`src/source/dino_render_config.svh`:
```
`ifndef DINO_RENDER_CONFIG_SVH
`define DINO_RENDER_CONFIG_SVH

// Visible scan area
`define DR_H_VISIBLE 640
`define DR_V_VISIBLE 480

// Dinosaur window, exclusive bounds, vertical test uses vaddr plus jump
`define DR_DINO_X_MIN 30
`define DR_DINO_X_MAX 75
`define DR_DINO_Y_MIN 155
`define DR_DINO_Y_MAX 248

// Only this band of sprite rows holds any lit pixel
`define DR_DINO_ROW_FIRST 23
`define DR_DINO_ROW_LAST 44

// Cactus window, exclusive bounds
`define DR_CACTUS_Y_MIN 203
`define DR_CACTUS_Y_MAX 250
`define DR_CACTUS_X_BASE 640
`define DR_CACTUS_WIDTH 13

// Scroll offsets of the three obstacle slots
`define DR_SLOT_OFFSET_0 0
`define DR_SLOT_OFFSET_1 250
`define DR_SLOT_OFFSET_2 450

// A slot arms inside the first span and clears once the scroll passes the second
`define DR_SLOT_ARM_SPAN 10
`define DR_SLOT_CLEAR_SPAN 667

`endif

```
`src/source/dino_render_pkg.sv`:
```
package dino_render_pkg;

    // Scan addresses from the video timing
    typedef logic [9:0] scan_coord_t;

    // World scroll position, wide enough for the last slot's clear point
    typedef logic [10:0] scroll_t;

    typedef logic [6:0] jump_t;

    typedef logic [21:0] dino_row_t;
    typedef logic [12:0] cactus_row_t;

    typedef enum logic [1:0] {
        RUN_A,
        RUN_B,
        DEAD
    } dino_frame_e;

    typedef enum logic {
        SLOT_IDLE,
        SLOT_ARMED
    } slot_state_e;

    typedef struct packed {
        logic dino;
        logic slot0;
        logic slot1;
        logic slot2;
    } layer_t;

endpackage

```
`src/source/dino_sprite_rom.sv`:
```
`include "dino_render_config.svh"

module dino_sprite_rom (
    input  dino_render_pkg::dino_frame_e frame,
    input  logic [5:0]                   row,
    input  logic [4:0]                   col,
    output logic                         pix
);

    localparam int BAND_ROWS = `DR_DINO_ROW_LAST - `DR_DINO_ROW_FIRST + 1;

    // Bit 0 of each row is the leftmost sprite column on screen
    localparam dino_render_pkg::dino_row_t RUN_A_ROWS [0:BAND_ROWS-1] = '{
        22'b0011111111000000000000,
        22'b0111111111100000000000,
        22'b0111111101100000000000,
        22'b0111111111100000000000,
        22'b0111111111100000000000,
        22'b0111111111100000000000,
        22'b0000001111100000000000,
        22'b0001111111100000000000,
        22'b0000000111110000000010,
        22'b0000000111111100000010,
        22'b0000011111111110000110,
        22'b0000010111111111001110,
        22'b0000000111111111111110,
        22'b0000000111111111111110,
        22'b0000000011111111111100,
        22'b0000000011111111111000,
        22'b0000000001111111110000,
        22'b0000000000111111100000,
        22'b0000000000110011000000,
        22'b0000000000100110000000,
        22'b0000000000100000000000,
        22'b0000000001100000000000
    };

    localparam dino_render_pkg::dino_row_t RUN_B_ROWS [0:BAND_ROWS-1] = '{
        22'b0011111111000000000000,
        22'b0111111111100000000000,
        22'b0111111101100000000000,
        22'b0111111111100000000000,
        22'b0111111111100000000000,
        22'b0111111111100000000000,
        22'b0000001111100000000000,
        22'b0001111111100000000000,
        22'b0000000111110000000010,
        22'b0000000111111100000010,
        22'b0000011111111110000110,
        22'b0000010111111111001110,
        22'b0000000111111111111110,
        22'b0000000111111111111110,
        22'b0000000011111111111100,
        22'b0000000011111111111000,
        22'b0000000001111111110000,
        22'b0000000000111111100000,
        22'b0000000001100111000000,
        22'b0000000000000011000000,
        22'b0000000000000011000000,
        22'b0000000000000011000000
    };

    // Dead frame fills the open mouth and shows both legs planted
    localparam dino_render_pkg::dino_row_t DEAD_ROWS [0:BAND_ROWS-1] = '{
        22'b0011111111000000000000,
        22'b0111111111100000000000,
        22'b0111111101100000000000,
        22'b0111111111100000000000,
        22'b0111111111100000000000,
        22'b0111111111100000000000,
        22'b0111111111100000000000,
        22'b0001111111100000000000,
        22'b0000000111110000000010,
        22'b0000000111111100000010,
        22'b0000011111111110000110,
        22'b0000010111111111001110,
        22'b0000000111111111111110,
        22'b0000000111111111111110,
        22'b0000000011111111111100,
        22'b0000000011111111111000,
        22'b0000000001111111110000,
        22'b0000000000111111100000,
        22'b0000000000110111000000,
        22'b0000000000100011000000,
        22'b0000000000100001000000,
        22'b0000000001100011000000
    };

    logic                       in_band;
    logic [4:0]                 band_idx;
    dino_render_pkg::dino_row_t row_bits;

    assign in_band  = (row >= `DR_DINO_ROW_FIRST) && (row <= `DR_DINO_ROW_LAST);
    assign band_idx = 5'(row - `DR_DINO_ROW_FIRST);

    always_comb begin
        row_bits = '0;
        if (in_band) begin
            case (frame)
                dino_render_pkg::RUN_B: row_bits = RUN_B_ROWS[band_idx];
                dino_render_pkg::DEAD:  row_bits = DEAD_ROWS[band_idx];
                default:                row_bits = RUN_A_ROWS[band_idx];
            endcase
        end
    end

    assign pix = row_bits[col];

    // The top level must keep the column inside the sprite for any stored row
    always_comb begin
        if (in_band) begin
            assert final (col < $bits(dino_render_pkg::dino_row_t))
                else $error("dino_sprite_rom: column %0d beyond sprite width", col);
        end
    end

endmodule

```
`src/source/cactus_sprite_rom.sv`:
```
module cactus_sprite_rom (
    input  logic [5:0] row,
    input  logic [3:0] col,
    output logic       pix
);

    localparam int CACTUS_ROWS_N = 47;

    localparam dino_render_pkg::cactus_row_t CACTUS_ROWS [0:CACTUS_ROWS_N-1] = '{
        13'b0000000000000,
        13'b0000001000000,
        13'b0000011100000,
        13'b0000011100000,
        13'b0000011100000,
        13'b0000011100000,
        13'b0100011100000,
        13'b0110011100000,
        13'b0110011100000,
        13'b0110011100000,
        13'b0110011100000,
        13'b0110011100100,
        13'b0110011100110,
        13'b0110011100110,
        13'b0110011100110,
        13'b0110011100110,
        13'b0110011100110,
        13'b0110011100110,
        13'b0110011100110,
        13'b0110011100110,
        13'b0110011100110,
        13'b0111111100110,
        13'b0111111100110,
        13'b0011111100110,
        13'b0011111100110,
        13'b0001111100110,
        13'b0000011100110,
        13'b0000011111100,
        13'b0000011111100,
        13'b0000011111000,
        13'b0000011111000,
        13'b0000011100000,
        13'b0000011100000,
        13'b0000011100000,
        13'b0000011100000,
        13'b0000011100000,
        13'b0000011100000,
        13'b0000011100000,
        13'b0000011100000,
        13'b0000011100000,
        13'b0000011100000,
        13'b0000011100000,
        13'b0000011100000,
        13'b0000011100000,
        13'b0000011100000,
        13'b0000011100000,
        13'b0000111100000
    };

    dino_render_pkg::cactus_row_t row_bits;

    always_comb begin
        row_bits = '0;
        if (row < CACTUS_ROWS_N) begin
            row_bits = CACTUS_ROWS[row];
        end
    end

    // Columns past the narrow cactus read as background
    assign pix = (col < $bits(dino_render_pkg::cactus_row_t)) ? row_bits[col] : 1'b0;

endmodule

```
`src/source/obstacle_slot_fsm.sv`:
```
`include "dino_render_config.svh"

module obstacle_slot_fsm #(
    parameter int SLOT_OFFSET = 0
) (
    input  logic                     clk,
    input  logic                     sys_rst,
    input  logic                     update,
    input  dino_render_pkg::scroll_t scrolladdr,
    output logic                     armed
);

    dino_render_pkg::slot_state_e state;
    dino_render_pkg::slot_state_e state_next;
    logic                         arm_window;
    logic                         clear_reached;

    assign arm_window = (int'(scrolladdr) >= SLOT_OFFSET) &&
                        (int'(scrolladdr) < SLOT_OFFSET + `DR_SLOT_ARM_SPAN);
    assign clear_reached = int'(scrolladdr) > SLOT_OFFSET + `DR_SLOT_CLEAR_SPAN;

    always_comb begin
        state_next = state;
        if (update) begin
            case (state)
                dino_render_pkg::SLOT_IDLE:
                    if (arm_window) state_next = dino_render_pkg::SLOT_ARMED;
                dino_render_pkg::SLOT_ARMED:
                    if (clear_reached) state_next = dino_render_pkg::SLOT_IDLE;
                default:
                    state_next = dino_render_pkg::SLOT_IDLE;
            endcase
        end
    end

    always_ff @(posedge clk) begin
        if (sys_rst) begin
            state <= dino_render_pkg::SLOT_IDLE;
        end else begin
            state <= state_next;
        end
    end

    assign armed = (state == dino_render_pkg::SLOT_ARMED);

    // Arming needs a visible sample with the scroll inside the arm window
    assert property (@(posedge clk) disable iff (sys_rst)
        $rose(armed) |-> $past(arm_window && update));

endmodule

```
`src/source/dino_render.sv`:
```
`include "dino_render_config.svh"

module dino_render (
    input  logic                         clk,
    input  logic                         sys_rst,
    input  dino_render_pkg::scan_coord_t vaddr,
    input  dino_render_pkg::scan_coord_t haddr,
    input  dino_render_pkg::scroll_t     scrolladdr,
    input  dino_render_pkg::jump_t       jump_pos,
    input  logic                         dinosprite_num,
    input  logic                         game_over,
    input  logic                         game_start_blink,
    input  logic                         score_pixel,
    output logic                         pixel,
    output logic                         collision
);

    localparam int SLOT_OFFSETS [3] = '{`DR_SLOT_OFFSET_0, `DR_SLOT_OFFSET_1, `DR_SLOT_OFFSET_2};

    dino_render_pkg::layer_t      layers;
    dino_render_pkg::layer_t      layers_next;
    dino_render_pkg::dino_frame_e frame;
    logic                         visible;
    logic [10:0]                  dino_y;
    logic [10:0]                  dino_y_off;
    logic [9:0]                   dino_x_off;
    logic [5:0]                   dino_row;
    logic [4:0]                   dino_col;
    logic                         dino_win;
    logic                         dino_pix;
    logic                         cactus_band;
    logic [5:0]                   cactus_row;
    logic [2:0]                   slot_armed;
    logic [2:0]                   slot_hit;

    assign visible = (vaddr < `DR_V_VISIBLE) && (haddr < `DR_H_VISIBLE);

    // Game over shows the dead frame whatever the run frame is
    assign frame = game_over ? dino_render_pkg::DEAD :
                   (dinosprite_num ? dino_render_pkg::RUN_A : dino_render_pkg::RUN_B);

    // Sprite pixels are drawn 2x2, so both offsets are halved
    assign dino_y     = 11'(vaddr) + 11'(jump_pos);
    assign dino_y_off = dino_y - 11'(`DR_DINO_Y_MIN);
    assign dino_x_off = haddr - 10'(`DR_DINO_X_MIN);
    assign dino_row   = dino_y_off[6:1];
    assign dino_col   = dino_x_off[5:1];

    assign dino_win = game_start_blink &&
                      (haddr > `DR_DINO_X_MIN) && (haddr < `DR_DINO_X_MAX) &&
                      (dino_y > `DR_DINO_Y_MIN) && (dino_y < `DR_DINO_Y_MAX) &&
                      (dino_col < $bits(dino_render_pkg::dino_row_t));

    dino_sprite_rom u_dino_rom (
        .frame (frame),
        .row   (dino_win ? dino_row : 6'd0),
        .col   (dino_col),
        .pix   (dino_pix)
    );

    assign cactus_band = (vaddr > `DR_CACTUS_Y_MIN) && (vaddr < `DR_CACTUS_Y_MAX);
    assign cactus_row  = 6'(vaddr - 10'(`DR_CACTUS_Y_MIN));

    for (genvar i = 0; i < 3; i++) begin : g_slot
        logic [11:0] cactus_x;
        logic [3:0]  cactus_col;
        logic        cactus_win;
        logic        cactus_pix;

        // Screen column mapped into the slot's world position
        assign cactus_x   = 12'(haddr) + 12'(scrolladdr) - 12'(SLOT_OFFSETS[i]);
        assign cactus_col = 4'(cactus_x - 12'(`DR_CACTUS_X_BASE + 1));
        assign cactus_win = slot_armed[i] && cactus_band &&
                            (cactus_x > 12'(`DR_CACTUS_X_BASE)) &&
                            (cactus_x <= 12'(`DR_CACTUS_X_BASE + `DR_CACTUS_WIDTH));

        cactus_sprite_rom u_cactus_rom (
            .row (cactus_win ? cactus_row : 6'd0),
            .col (cactus_col),
            .pix (cactus_pix)
        );

        obstacle_slot_fsm #(
            .SLOT_OFFSET (SLOT_OFFSETS[i])
        ) u_slot_fsm (
            .clk        (clk),
            .sys_rst    (sys_rst),
            .update     (visible),
            .scrolladdr (scrolladdr),
            .armed      (slot_armed[i])
        );

        assign slot_hit[i] = cactus_win && cactus_pix;
    end

    always_comb begin
        layers_next = '0;
        if (visible) begin
            layers_next.dino  = dino_win && dino_pix;
            layers_next.slot0 = slot_hit[0];
            layers_next.slot1 = slot_hit[1];
            layers_next.slot2 = slot_hit[2];
        end
    end

    always_ff @(posedge clk) begin
        if (sys_rst) begin
            layers <= '0;
        end else begin
            layers <= layers_next;
        end
    end

    assign pixel     = score_pixel | (|layers);
    assign collision = layers.dino & (layers.slot0 | layers.slot1 | layers.slot2);

    // A collision needs the dinosaur drawn, so the blink was high one sample back
    assert property (@(posedge clk) disable iff (sys_rst)
        $rose(collision) |-> $past(game_start_blink));

    assert property (@(posedge clk) disable iff (sys_rst)
        !$past(visible) |-> (layers == '0));

endmodule

```
`config.mk`:
```
export PLATFORM = sky130hd
export DESIGN_NAME = dino_render
export DESIGN_NICKNAME = d
export VERILOG_FILES = /design/src/source/dino_render_pkg.sv /design/src/source/dino_sprite_rom.sv /design/src/source/cactus_sprite_rom.sv /design/src/source/obstacle_slot_fsm.sv /design/src/source/dino_render.sv
export VERILOG_INCLUDE_DIRS = /design/src /design/src/source
export SDC_FILE = /design/constraint.sdc
export NUM_CORES = 1
export LEC_CHECK = 0
export BUFFER_PORTS_ARGS = -buffer_cell sky130_fd_sc_hd__buf_2
export CAP_MARGIN = 10
export CORE_MARGIN = 4
export CORE_UTILIZATION = 35
export DETAILED_ROUTE_END_ITERATION = 12
export GPL_ROUTABILITY_DRIVEN = 1
export PLACE_DENSITY = 0.62
export SLEW_MARGIN = 25
export SYNTH_ARGS = -nofsm -noshare
export SYNTH_HDL_FRONTEND = slang
export SYNTH_SLANG_ARGS = --single-unit
```
`constraint.sdc`:
```
create_clock -name clk -period 7.2 [get_ports clk]
set_clock_uncertainty 0.05 [all_clocks]
set_input_delay 1.44 -clock clk [delete_from_list [all_inputs] [get_ports clk]]
set_output_delay 1.44 -clock clk [all_outputs]
set_load 0.005 [all_outputs]
```
After elaboration in Yosys (flattened, before gate mapping) --
Memories as Yosys holds them, arrays and structs flattened. Cells that the tools add are included.
Cells by class: $add $sub $neg 11, $mul 0, divide/modulo/power cells 0, order comparisons 39, equality and inequality tests 2, shift operators 0, mux-type cells 43, bitwise operators 12, reduce and logical (&&, ||, !) cells 25
Operators with widths (number):
- $mux W22 | 7
- $mux W13 | 9
- $pmux W22 S2 | 1
- $gt A12 B10 Y1 const B | 3
- $le A12 B10 Y1 const B | 3
- $mux W6 | 4
- $logic_and A1 B1 Y1 | 23
- $gt A11 B10 Y1 const B | 2
- $lt A11 B9 Y1 const B | 2
- $ge A7 B7 Y1 const B | 3
- $not A6 Y7 | 3
- $lt A6 B6 Y1 const B | 3
- $lt A4 B5 Y1 const B | 3
- $mux W1 | 14
- $add A10 B11 Y12 | 1
- $bmux W1 S4 | 3
- $lt A4 B4 Y1 const B | 3
- $sub A12 B8 Y12 const B | 1
- $sub A12 B9 Y12 const B | 1
- $sub A4 B1 Y4 const B | 3
- $add A10 B7 Y11 | 1
- $ge A11 B8 Y1 const B | 1
- $ge A11 B9 Y1 const B | 1
- $gt A11 B11 Y1 const B | 1
- 29 further kinds | 36
Word-level totals: bits in registers 7, bits in latches 0, RAM bits 0, ROM bits 4608, input bits 44, output and inout port bits 2, logic and storage cells 145, memories kept 6
Memory list:
- (name not given) | words 64, width 13, rd ports 1, clocked after Yosys merged registers in 0, wr ports 0, line cactus_sprite_rom.sv:64 | row_bits = CACTUS_ROWS[row];
- (name not given) | words 64, width 13, rd ports 1, clocked after Yosys merged registers in 0, wr ports 0, line cactus_sprite_rom.sv:64
- (name not given) | words 64, width 13, rd ports 1, clocked after Yosys merged registers in 0, wr ports 0, line cactus_sprite_rom.sv:64
- (name not given) | words 32, width 22, rd ports 1, clocked after Yosys merged registers in 0, wr ports 0, line dino_sprite_rom.sv:100 | dino_render_pkg::RUN_B: row_bits = RUN_B_ROWS[band_idx];
- (name not given) | words 32, width 22, rd ports 1, clocked after Yosys merged registers in 0, wr ports 0, line dino_sprite_rom.sv:101 | dino_render_pkg::DEAD: row_bits = DEAD_ROWS[band_idx];
- (name not given) | words 32, width 22, rd ports 1, clocked after Yosys merged registers in 0, wr ports 0, line dino_sprite_rom.sv:102 | default: row_bits = RUN_A_ROWS[band_idx];

Depth between registers and ports, before layout --
word-level depth 17, depth in mapped cells 20, mapped depth without buffers 20

By module --
A second synthesis with hierarchy kept.
Unflattened totals: cells, all modules 562, area total of the unflattened synthesis 3893.7 um^2
Modules (own cells, without submodules):
- dino_render | times used 1, cells each 270, area an instance 1970.6 um^2, seq. area each 80.1 um^2
- cactus_sprite_rom | times used 3, cells each 47, area an instance 289.0 um^2, seq. area each 0.0 um^2
- dino_sprite_rom | times used 1, cells each 109, area an instance 726.9 um^2, seq. area each 0.0 um^2
- obstacle_slot_fsm at g_slot[1].u_slot_fsm | times used 1, cells each 18, area an instance 138.9 um^2, seq. area each 20.0 um^2
- obstacle_slot_fsm at g_slot[0].u_slot_fsm | times used 1, cells each 13, area an instance 95.1 um^2, seq. area each 20.0 um^2
- obstacle_slot_fsm at g_slot[2].u_slot_fsm | times used 1, cells each 11, area an instance 95.1 um^2, seq. area each 20.0 um^2

Least setup slack after synthesis --
OpenSTA, ideal clock, no wires.
path type input-to-reg, start input port vaddr[0], end register layers[3] (netlist bit), data arrival time 5.536 ns, data required time 7.028 ns, path slack 1.492 ns, cell stages on the path 19, cell sequence ha_1 > fa_1 > a211oi_2 > nor4b_1 > nor4b_2 > nor2b_1 > a22o_2 > nor3_2 > nand2_1 > inv_1 > ha_1 > inv_1 > o211ai_1 > xnor3_1 > a21boi_1 > a21oi_1 > o31ai_1 > a31oi_1 > o311a_1
On the way: cells in the longest elaborated chain, start to end 16
Ends and longest elaborated chain:
- from (decl) | line dino_render.sv:6 | input dino_render_pkg::scan_coord_t vaddr,
- $add A10 B7 Y11 | line dino_render.sv:43 | assign dino_y = 11'(vaddr) + 11'(jump_pos);
- $gt A11 B8 Y1 (no source line)
- $logic_and A1 B1 Y1 (3 in series) | line dino_render.sv:49 | assign dino_win = game_start_blink &&
- $mux W6 | line dino_render.sv:56 | .row (dino_win ? dino_row : 6'd0),
- $sub A5 B5 Y5 (no source line)
- $not A5 Y6 (not written as such) | line dino_sprite_rom.sv:100, dino_sprite_rom.sv:101, dino_sprite_rom.sv:102
- $mem_v2 Z32 W22, on equally long branches
- $mux W22, on equally long branches (2 in series) | line dino_sprite_rom.sv:102, dino_sprite_rom.sv:100, dino_sprite_rom.sv:101
- $pmux W22 S2 | line dino_sprite_rom.sv:99 | case (frame)
- $mux W22 | line dino_sprite_rom.sv:98 | if (in_band) begin
- $bmux W1 S5 | line dino_sprite_rom.sv:107 | assign pix = row_bits[col];
- $mux W1 (not written as such) | line dino_sprite_rom.sv:107
- $logic_and A1 B1 Y1 | line dino_render.sv:99 | layers_next.dino = dino_win && dino_pix;
- to (signal assigned) | line dino_render.sv:110 | layers <= layers_next;
- to (decl) | line dino_render.sv:20 | dino_render_pkg::layer_t layers;
Several ways; a longest one is shown, not always the timed one. The select of a mux whose other input is x is not followed. A chain may end at the register's enable or synchronous reset.

Final worst setup path --
Ends and elaborated chain as after synthesis.

==> flow_metrics.env <==
export IMPL_outcome="finished, final reports clean"
export IMPL_path_buf_inv=3
export IMPL_finalHoldViolCount=0
export IMPL_cts_setup_buffers=0
export IMPL_root_buffer="clkbuf_8"
export IMPL_wl_per_cell_um=15.8
export IMPL_worstMarginPinSlew_ns=0.822
export IMPL_postCtsHoldBufs=0
export IMPL_final_cells=576
export IMPL_grt_pass1_vias=3184
export IMPL_fmax_mhz=162
export IMPL_synth_cell_types=72
export IMPL_die_w_um=103
export IMPL_dp_cells=572
export IMPL_yosysSeqAreaShare_pct=4.47
export IMPL_powerDensity_nw_per_um2=124
export IMPL_cts_resized_gates=0
export IMPL_drive_gt1_share_pct=14.3
export IMPL_max_slew_margin_pct=45.0
export IMPL_cp_required_ns=7.27
export IMPL_grt_ovfl_total=0
export IMPL_slew_viol_final=0
export IMPL_final_util_pct=39.9
export IMPL_grt_pass1_wl_um=14900
export IMPL_cp_top_family="compound AO/OA/AOI/OAI gates"
export IMPL_crit_reg2reg_launch="g_slot[0].u_slot_fsm.armed$_SDFFE_PP0P_"
export IMPL_vias=3477
export IMPL_max_stage_delay_ns=0.45
export IMPL_min_period_ns=6.19
export IMPL_worstSetupPathType="input pin to flip-flop"
export IMPL_cp_arrival_ns=6.26
export IMPL_synth_seq_cells=7
export IMPL_cap_violations=0
export IMPL_synthCells=433
export IMPL_initial_utilization_pct=36.0
export IMPL_vdd_drop_max_mv=0.0460
export IMPL_cts_sinks=7
export IMPL_via_per_inst=6.04
export IMPL_worst_path_max_delay_cell="fa_1"
export IMPL_antenna_found_initial=0
export IMPL_synth_nets=513
export IMPL_drtAntennaViolNets=0
export IMPL_timing_rr_end="layers[2]$_SDFF_PP0_"
export IMPL_synth_edf_count=0
export IMPL_hpwl_um=7310
export IMPL_wl_um=9110
export IMPL_drcViolationCount=0
export IMPL_r2r_slack_ns=5.85
export IMPL_startpoint="vaddr[0]"
export IMPL_final_setup_tns_ns=0
export IMPL_firstDrtPassIters=5
export IMPL_core_area_sq_um=8720
export IMPL_worst_skew_pair_late_latency_ns=0.23
export IMPL_drt_initial_drc_count=242
export IMPL_syn_to_final_growth_pct=11.0
export IMPL_synth_top_flop_cell="dfxtp_1"
export IMPL_clk_pin_slew_ns=0.04
export IMPL_io_pin_count=46
export IMPL_nets=549
export IMPL_timing_hold_worst_class="flip-flop to flip-flop"
export IMPL_tritoncts="built"
export IMPL_die_area_sq_um=10500
export IMPL_cts_path_max_buffers=2
export IMPL_crit_end="layers[3]$_SDFF_PP0_"
export IMPL_ys_warn_count=0
export IMPL_layout_commonest_cell="buf_2"
export IMPL_path_max_fanout=8
export IMPL_final_cell_mix="45 x buf_2, 42 x nand2_1, 34 x ha_1"
export IMPL_rsz0062_at_grt="false"
export IMPL_port_buffer_count=45
export IMPL_cts_made_buffers=3
export IMPL_grt_usage_pct=17.2
export IMPL_diodes=0
export IMPL_cts_max_level=1
export IMPL_crit_cells=20
export IMPL_p_leak_nw=1.43
export IMPL_grt_max_degree=20
export IMPL_r2r_cells=5
export IMPL_crit_chain="buf_2, ha_1, fa_1, a211oi_2, nor4b_1, nor4b_2, nor2b_1, a22o_2, nor3_2, nand2_1, inv_1, ha_1, inv_1, o211ai_1, xnor3_1, a21boi_1, a21oi_1, o31ai_1, a31oi_1, o311a_1"
export IMPL_fin_crit_sh_pct=85.9
export IMPL_cp_start_kind="input pin"
export IMPL_setup_viol=0
export IMPL_avgSynthCellArea_sq_um=7.24
export IMPL_syn_area_sq_um=3140
export IMPL_synth_async_sr_flop_share_pct=0
export IMPL_crit_path_end_kind="flip-flop"
export IMPL_fp_row_count=34
export IMPL_gp_congestion=0.947
export IMPL_die_y_um=103
how the worst min path moves through the flow:
stage / start / to / slack [ns] / depth (start not counted)
after floorplan: g_slot[2].u_slot_fsm.armed$_SDFFE_PP0P_ / g_slot[2].u_slot_fsm.armed$_SDFFE_PP0P_ / 0.41 / 2
after global placement: g_slot[2].u_slot_fsm.armed$_SDFFE_PP0P_ / g_slot[2].u_slot_fsm.armed$_SDFFE_PP0P_ / 0.46 / 2
after detailed placement: g_slot[2].u_slot_fsm.armed$_SDFFE_PP0P_ / g_slot[2].u_slot_fsm.armed$_SDFFE_PP0P_ / 0.46 / 2
after CTS: g_slot[2].u_slot_fsm.armed$_SDFFE_PP0P_ / g_slot[2].u_slot_fsm.armed$_SDFFE_PP0P_ / 0.47 / 2
after global routing: g_slot[2].u_slot_fsm.armed$_SDFFE_PP0P_ / g_slot[2].u_slot_fsm.armed$_SDFFE_PP0P_ / 0.51 / 2
final: g_slot[2].u_slot_fsm.armed$_SDFFE_PP0P_ / g_slot[2].u_slot_fsm.armed$_SDFFE_PP0P_ / 0.47 / 2
routing by layer:
layer / track usage (%) / vias up / wire (um)
li1: - / 1731 / -
met1: 23.6 / 1630 / 4320
met2: 28.7 / 104 / 4250
met3: 2.44 / 12 / 403
met4: 3.53 / 0 / 140
met5: 0 / - / 0
synth_stat cells (3+ instances only):
cell / number / area, sq um
o22ai_1: 5 / 31.3
or3_1: 5 / 31.3
nand4_1: 8 / 50.1
nand3_1: 14 / 70.1
o21a_1: 4 / 30.0
inv_1: 13 / 48.8
nor2_1: 27 / 101
xor2_1: 14 / 123
nor3_1: 11 / 55.1
a211o_1: 3 / 26.3
dfxtp_1: 7 / 140
xnor2_1: 21 / 184
a21oi_1: 31 / 155
and3_1: 4 / 25.0
o31ai_1: 5 / 37.5
o21ai_0: 23 / 115
a41oi_1: 3 / 26.3
nor2b_1: 15 / 93.8
o311a_1: 3 / 30.0
o211ai_1: 8 / 60.1
a211oi_1: 4 / 30.0
and2_1: 4 / 25.0
nor4_1: 8 / 50.1
o2111ai_1: 4 / 35.0
ha_1: 34 / 425
mux2i_1: 8 / 80.1
or2_2: 3 / 18.8
nand2_1: 42 / 158
a31oi_1: 6 / 37.5
a2111oi_0: 4 / 35.0
clkbuf_1: 12 / 45.0
mux2_2: 4 / 45.0
nand2b_1: 12 / 75.1
a21o_1: 9 / 67.6
nor3b_1: 4 / 30.0
a311o_1: 4 / 40.0
per-stage QoR:
stage | hold WS [ns] | setup slack (ns) | instance area, sq um | total power [mW]
after floorplan | 0.407 | 1.49 | 3140 | 0.297
after global placement | 0.464 | 0.987 | 3440 | 0.365
after detailed placement | 0.458 | 0.825 | 3440 | 0.371
after CTS | 0.467 | 1.05 | 3480 | 0.431
after global routing | 0.508 | 0.566 | 3480 | 0.474
final | 0.466 | 1.01 | 3480 | 0.433
final cells by class:
| cell class | count | area (sq um) |
|---|---|---|
| clock buffer | 4 | 45.0 |
| fill | 902 | 5240 |
| inverter | 13 | 48.8 |
| multi-input combinational | 399 | 2890 |
| sequential | 7 | 140 |
| tap | 108 | 135 |
| timing repair buffer | 45 | 225 |
logic make-up after synthesis:
group                      Yosys count  synth area share (%)
AOI/OAI and AO/OA                  140                  31.3
buffers and inverters               27                  3.47
and+or+nand+nor                    174                  30.7
muxes                               13                  4.71
adders and majority gates           36                  14.8
xor gates and xnor gates            36                  10.5
DFF                                  7                  4.47
worst register-to-register path: cells and delay by family, from the launching register on:
family           cells  cell delay, ns
AND/OR/NAND/NOR      3            0.53
flip-flops           1            0.38
AO/OA/AOI/OAI        2            0.29
flip-flops by register name, summed over array words and instances, names as in the netlist:
signal,flops
layers,4
g_slot.u_slot_fsm.armed,3
power by group:
part	internal, mW	switching (mW)	total [mW]	leakage (nW)
clock network	0.0385	0.0188	0.0572	0.0228
registers	0.0390	0.0000340	0.0390	0.0564
logic	0.141	0.196	0.337	1.35
total	0.218	0.215	0.433	1.43
No activity file was read; power rests on OpenSTA's default activity.
